--- config.mk ---
export PLATFORM = sky130hd
export DESIGN_NAME = avalon_ram
export DESIGN_NICKNAME = d
export VERILOG_FILES = /design/src/design/mips_pkg.sv /design/src/design/avalon_ram.sv
export SDC_FILE = /design/constraint.sdc
export NUM_CORES = 2
export LEC_CHECK = 0
export BUFFER_PORTS_ARGS = -buffer_cell sky130_fd_sc_hd__buf_2
export CAP_MARGIN = 25
export CORE_ASPECT_RATIO = 1.75
export CORE_MARGIN = 3
export CORE_UTILIZATION = 35
export CTS_BUF_LIST = sky130_fd_sc_hd__clkbuf_4 sky130_fd_sc_hd__clkbuf_8
export DETAILED_ROUTE_END_ITERATION = 16
export PLACE_DENSITY_LB_ADDON = 0.05
export SETUP_SLACK_MARGIN = 0.15
export SYNTH_ARGS = -nofsm -noshare
export SYNTH_HDL_FRONTEND = slang
export SYNTH_SLANG_ARGS = --single-unit
--- constraint.sdc ---
create_clock -name clk -period 3.9 [get_ports clk]
set_input_delay 0.585 -clock clk [delete_from_list [all_inputs] [get_ports clk]]
set_output_delay 0.585 -clock clk [all_outputs]
set_load 0.03 [all_outputs]
--- src/design/mips_pkg.sv ---
package mips_pkg;

    // basic data types shared by the CPU, the RAM and the top level.
    typedef logic [31:0] word_t;
    typedef logic [4:0]  reg_idx_t;

    // operations the ALU can perform.
    typedef enum logic [3:0] {
        ALU_ADD,
        ALU_SUB,
        ALU_AND,
        ALU_OR,
        ALU_XOR,
        ALU_NOR,
        ALU_SLT,
        ALU_SLTU,
        ALU_SLL,
        ALU_SRL,
        ALU_SRA,
        ALU_LUI
    } alu_op_t;

    // the first instruction is fetched from byte address 4.
    localparam word_t RESET_VECTOR = 32'h0000_0004;

    // memory geometry.
    localparam int MEM_WORDS       = 64;
    localparam int MEM_INDEX_BITS  = $clog2(MEM_WORDS);
    localparam int LOAD_ADDR_BITS  = 8;    // byte address of the loader port.
    localparam int RAM_WAIT_CYCLES = 1;    // must be at least one, readdata is registered.
    localparam int WAIT_CNT_BITS   = $clog2(RAM_WAIT_CYCLES + 1);

    // opcode field, bits 31 to 26.
    localparam logic [5:0] OP_SPECIAL = 6'h00;
    localparam logic [5:0] OP_BEQ     = 6'h04;
    localparam logic [5:0] OP_BNE     = 6'h05;
    localparam logic [5:0] OP_ADDIU   = 6'h09;
    localparam logic [5:0] OP_SLTI    = 6'h0A;
    localparam logic [5:0] OP_SLTIU   = 6'h0B;
    localparam logic [5:0] OP_ANDI    = 6'h0C;
    localparam logic [5:0] OP_ORI     = 6'h0D;
    localparam logic [5:0] OP_XORI    = 6'h0E;
    localparam logic [5:0] OP_LUI     = 6'h0F;
    localparam logic [5:0] OP_LW      = 6'h23;
    localparam logic [5:0] OP_SW      = 6'h2B;

    // funct field of R-type instructions, bits 5 to 0.
    localparam logic [5:0] FN_SLL  = 6'h00;
    localparam logic [5:0] FN_SRL  = 6'h02;
    localparam logic [5:0] FN_SRA  = 6'h03;
    localparam logic [5:0] FN_JR   = 6'h08;
    localparam logic [5:0] FN_ADDU = 6'h21;
    localparam logic [5:0] FN_SUBU = 6'h23;
    localparam logic [5:0] FN_AND  = 6'h24;
    localparam logic [5:0] FN_OR   = 6'h25;
    localparam logic [5:0] FN_XOR  = 6'h26;
    localparam logic [5:0] FN_SLT  = 6'h2A;
    localparam logic [5:0] FN_SLTU = 6'h2B;

endpackage
--- src/design/avalon_ram.sv ---
`timescale 1ns/1ps

module avalon_ram
    import mips_pkg::*;
(
    input  logic                      clk,
    input  logic                      reset,
    input  word_t                     address,
    input  logic                      read,
    input  logic                      write,
    output logic                      waitrequest,
    input  word_t                     writedata,
    input  logic [3:0]                byteenable,
    output word_t                     readdata,
    input  logic                      load_en,
    input  logic [LOAD_ADDR_BITS-1:0] load_addr,
    input  word_t                     load_data
);

    word_t                     mem [MEM_WORDS];
    logic [MEM_INDEX_BITS-1:0] bus_idx;
    logic [MEM_INDEX_BITS-1:0] load_idx;
    logic [WAIT_CNT_BITS-1:0]  wait_cnt;
    logic                      done;

    // byte addresses, the two low bits select a byte within the word.
    assign bus_idx  = address[MEM_INDEX_BITS+1:2];
    assign load_idx = load_addr[MEM_INDEX_BITS+1:2];

    // an access completes once it has been held for the fixed wait cycles.
    assign done        = (read || write) && (wait_cnt == WAIT_CNT_BITS'(RAM_WAIT_CYCLES));
    assign waitrequest = !done;

    always_ff @(posedge clk) begin
        if (reset) begin
            wait_cnt <= '0;
        end else if (done) begin
            wait_cnt <= '0;
        end else if (read || write) begin
            wait_cnt <= wait_cnt + 1'b1;
        end
    end

    always_ff @(posedge clk) begin
        if (load_en) begin
            mem[load_idx] <= load_data;    // the testbench loads programs here.
        end else if (write && done) begin
            for (int i = 0; i < 4; i++) begin
                if (byteenable[i]) begin
                    mem[bus_idx][8*i +: 8] <= writedata[8*i +: 8];
                end
            end
        end
    end

    // read data is captured during the wait cycles and is valid when done.
    always_ff @(posedge clk) begin
        if (read) begin
            readdata <= mem[bus_idx];
        end
    end

endmodule

==> results.py <==
metrics = {
    "critical_path": {
        "cp_data_arrival_time_ns": 3.82,
        "worst_setup_path_start_kind": "register",
        "worstPathMaxFanout": 15,
        "cp_cell_sequence": "nand2_1, nor3_4, buf_12, mux2i_1, buf_4, o21ai_1, nor2_1",
        "cp_num_buf_inv": 2,
        "regToRegEndpoint": "mem[15][24]",
        "cpMaxStageDelayCell": "nor2_1",
        "ff2ff_path_depth": 7,
        "timing.rr.start": "wait_cnt",
        "slowest_delay_ns": 0.78,
        "cp_top_family": "simple AND/OR/NAND/NOR gates",
        "cp.required_ns": 4.45,
        "end_kind": "register",
        "reg2reg_slack_ns": 0.63,
        "critPathKind": "reg -> reg",
    },
    "timing": {
        "min_period_over_period": 0.838,
        "maxSlewHeadroom": 0.302,
        "fin_crit_ns": 3.27,
        "clock_skew_ns": 0.0492,
        "worst_slew_pin_slew_ns": 1.05,
        "fmax_ghz": 0.306,
        "hold_ws_ns": 0.195,
        "worst_slack_ns": 0.631,
        "hold_violations": 0,
        "setup_violations": 0,
        "rsz0062_at_grt": "false",
        "setup_tns_ns": 0,
        "finalMaxSlewViolations": 0,
    },
    "logic_synthesis": {
        "synth_edf_count": 2080,
        "synth_area_um2": 81200,
        "synth_cell_types": 51,
        "synth_top_cell_by_area": "edfxtp_1",
        "ys_ff_latch": 2081,
        "synthesis.nets": 3926,
        "syn_area_per_cell_um2": 21.3,
        "synth_cells": 3813,
        "yosys-top-cells-area": "edfxtp_1 (77%), mux4_2 (13%), mux2i_1 (1.7%)",
        "synth_ff_type": "edfxtp_1",
        "synth-async-reset-ratio": 0,
        "ys_warn_count": 0,
        "yosysSeqAreaShare": 0.770,
        "yosys.area.top_type_share": 0.770,
    },
    "cts": {
        "cts.clk_slew.worst_paths_ns": 0.06,
        "cts_tree": "built",
        "numCtsBuffers": 318,
        "root_buffer": "clkbuf_8",
        "clk_latency_ns": 0.96,
        "htreeDepth": 5,
        "post_cts_resized": 0,
        "cts_buffer_depth": 4,
        "cts.sinks": 2081,
        "cts_setup_buffers": 0,
    },
    "pwr": {
        "peakVddDrop_mv": 0.246,
        "p_leak_nw": 30.3,
        "power.density_nw_per_um2": 483,
    },
    "floorplan": {
        "ios": 146,
        "die_y_um": 643,
        "core_area_um2": 230000,
        "dieArea_um2": 238000,
        "fp.dieW_um": 370,
        "start_util": 0.352,
        "rows": 233,
    },
    "final_layout": {
        "syn_to_final_growth_pct": 16.8,
        "final_cell_mix": "edfxtp_1 (2080), mux4_2 (456), buf_4 (404)",
        "layout.nets": 4572,
        "final_cells": 7754,
        "final_common_cell": "edfxtp_1",
        "stdcell_area_um2": 94800,
        "drive_above_1_share": 0.352,
    },
    "global_route": {
        "grt_overflow": 0,
        "antenna_found_initial": 13,
        "grt.total_usage": 0.206,
        "grt_max_degree": 65,
        "grt_pass1_wl_um": 344000,
        "grt_pass1_vias": 43900,
    },
    "detailed_routing": {
        "ant_nets": 0,
        "vias_per_cell": 5.23,
        "dr.pass1.iters": 5,
        "drt-wirelength-per-cell_um": 31.6,
        "wl_um": 245000,
        "vias": 40559,
        "drc": 0,
        "drt-initial-drc-count": 3065,
    },
    "outcome": {
        "status": "finished clean",
    },
    "min_path": {
        "whs_path_depth": 2,
        "min_from": "load_data[31]",
        "min_path_type": "in -> reg",
        "holdPathEnd": "mem[23][31]",
    },
    "placed_design": {
        "io_buffers": 117,
        "gp_congestion": 0.765,
        "place_area_um2": 88800,
        "dp_hpwl_um": 160000,
        "place_ws_ns": 0.189,
        "dp_cells": 7191,
    },
    "run": {
        "drv_cap": 0,
    },
}
worst max-delay path by stage:
stage | startpoint | endpoint | cells past startpoint
after detailed placement | byteenable[2] | mem[31][17] | 8
after CTS | wait_cnt | mem[31][16] | 7
after floorplan | write | mem[11][0] | 8
final | wait_cnt | mem[15][24] | 7
after global routing | wait_cnt | mem[15][24] | 7
after global placement | byteenable[1] | mem[44][24] | 7
cells in the mapped netlist, types with 6 or more instances:
library cell  count
edfxtp_1       2080
mux4_2          456
nor2_1          206
mux2i_1         137
clkbuf_1        122
mux2_2          101
nor3_1           99
a22oi_1          94
buf_2            80
o22ai_1          49
a21oi_1          34
nand2_1          30
a22o_1           28
o21ai_1          27
buf_4            23
mux2_1           23
a21boi_1         22
a221oi_1         22
o221ai_1         22
o31ai_1          19
buf_1            16
buf_6            16
a31oi_1          11
nand3_1          11
or2_0            10
nor2b_1           9
nand2b_1          6
kinds of logic after synthesis:
logic type	after synthesis	synth area share
flops	2081	0.770
mux	717	0.161
buf+inv	258	0.0157
compound gates	355	0.0314
simple gates	402	0.0224
repair_timing:
| item | in CTS | in global routing |
|---|---|---|
| hold buffers | 2 | 0 |
| setup endpoints to repair | 0 | 0 |
| endpoints found under the hold margin | 2 | 0 |
cell type report:
class                           instances  area [um^2]
Tap cell                             3055         3820
Inverter                                1         3.75
Clock buffer                          425         5240
Clock inverter                        127          726
Antenna cell                            8         20.0
Fill cell                           20654       135000
Sequential cell                      2081        62500
Timing Repair Buffer                  583         4870
Multi-Input combinational cell       1474        17700
power by group:
| group | switching, mW | total [mW] | leakage (nW) | internal, mW |
|---|---|---|---|---|
| Combinational | 2.11 | 3.20 | 8.40 | 1.09 |
| Clock | 8.55 | 17.7 | 3.13 | 9.10 |
| Sequential | 0.0409 | 25.0 | 18.8 | 24.9 |
metal layers:
layer / routed length [um] / GRT usage
met3: 9770 / 0.0276
met5: 0 / 0
met4: 6660 / 0.0587
met1: 94200 / 0.247
met2: 134000 / 0.383
sequential cells by signal, summed over array words and instances (netlist names):
register / flops
wait_cnt: 1
readdata: 32
mem: 2048
stage by stage:
step / total power [mW] / util
after CTS: 46.6 / 0.412
after global routing: 47.6 / 0.412
after global placement: 28.7 / 0.385
after detailed placement: 28.7 / 0.386
after floorplan: 27.0 / -
final: 45.8 / 0.412
(Power assumes the default switching activity.)
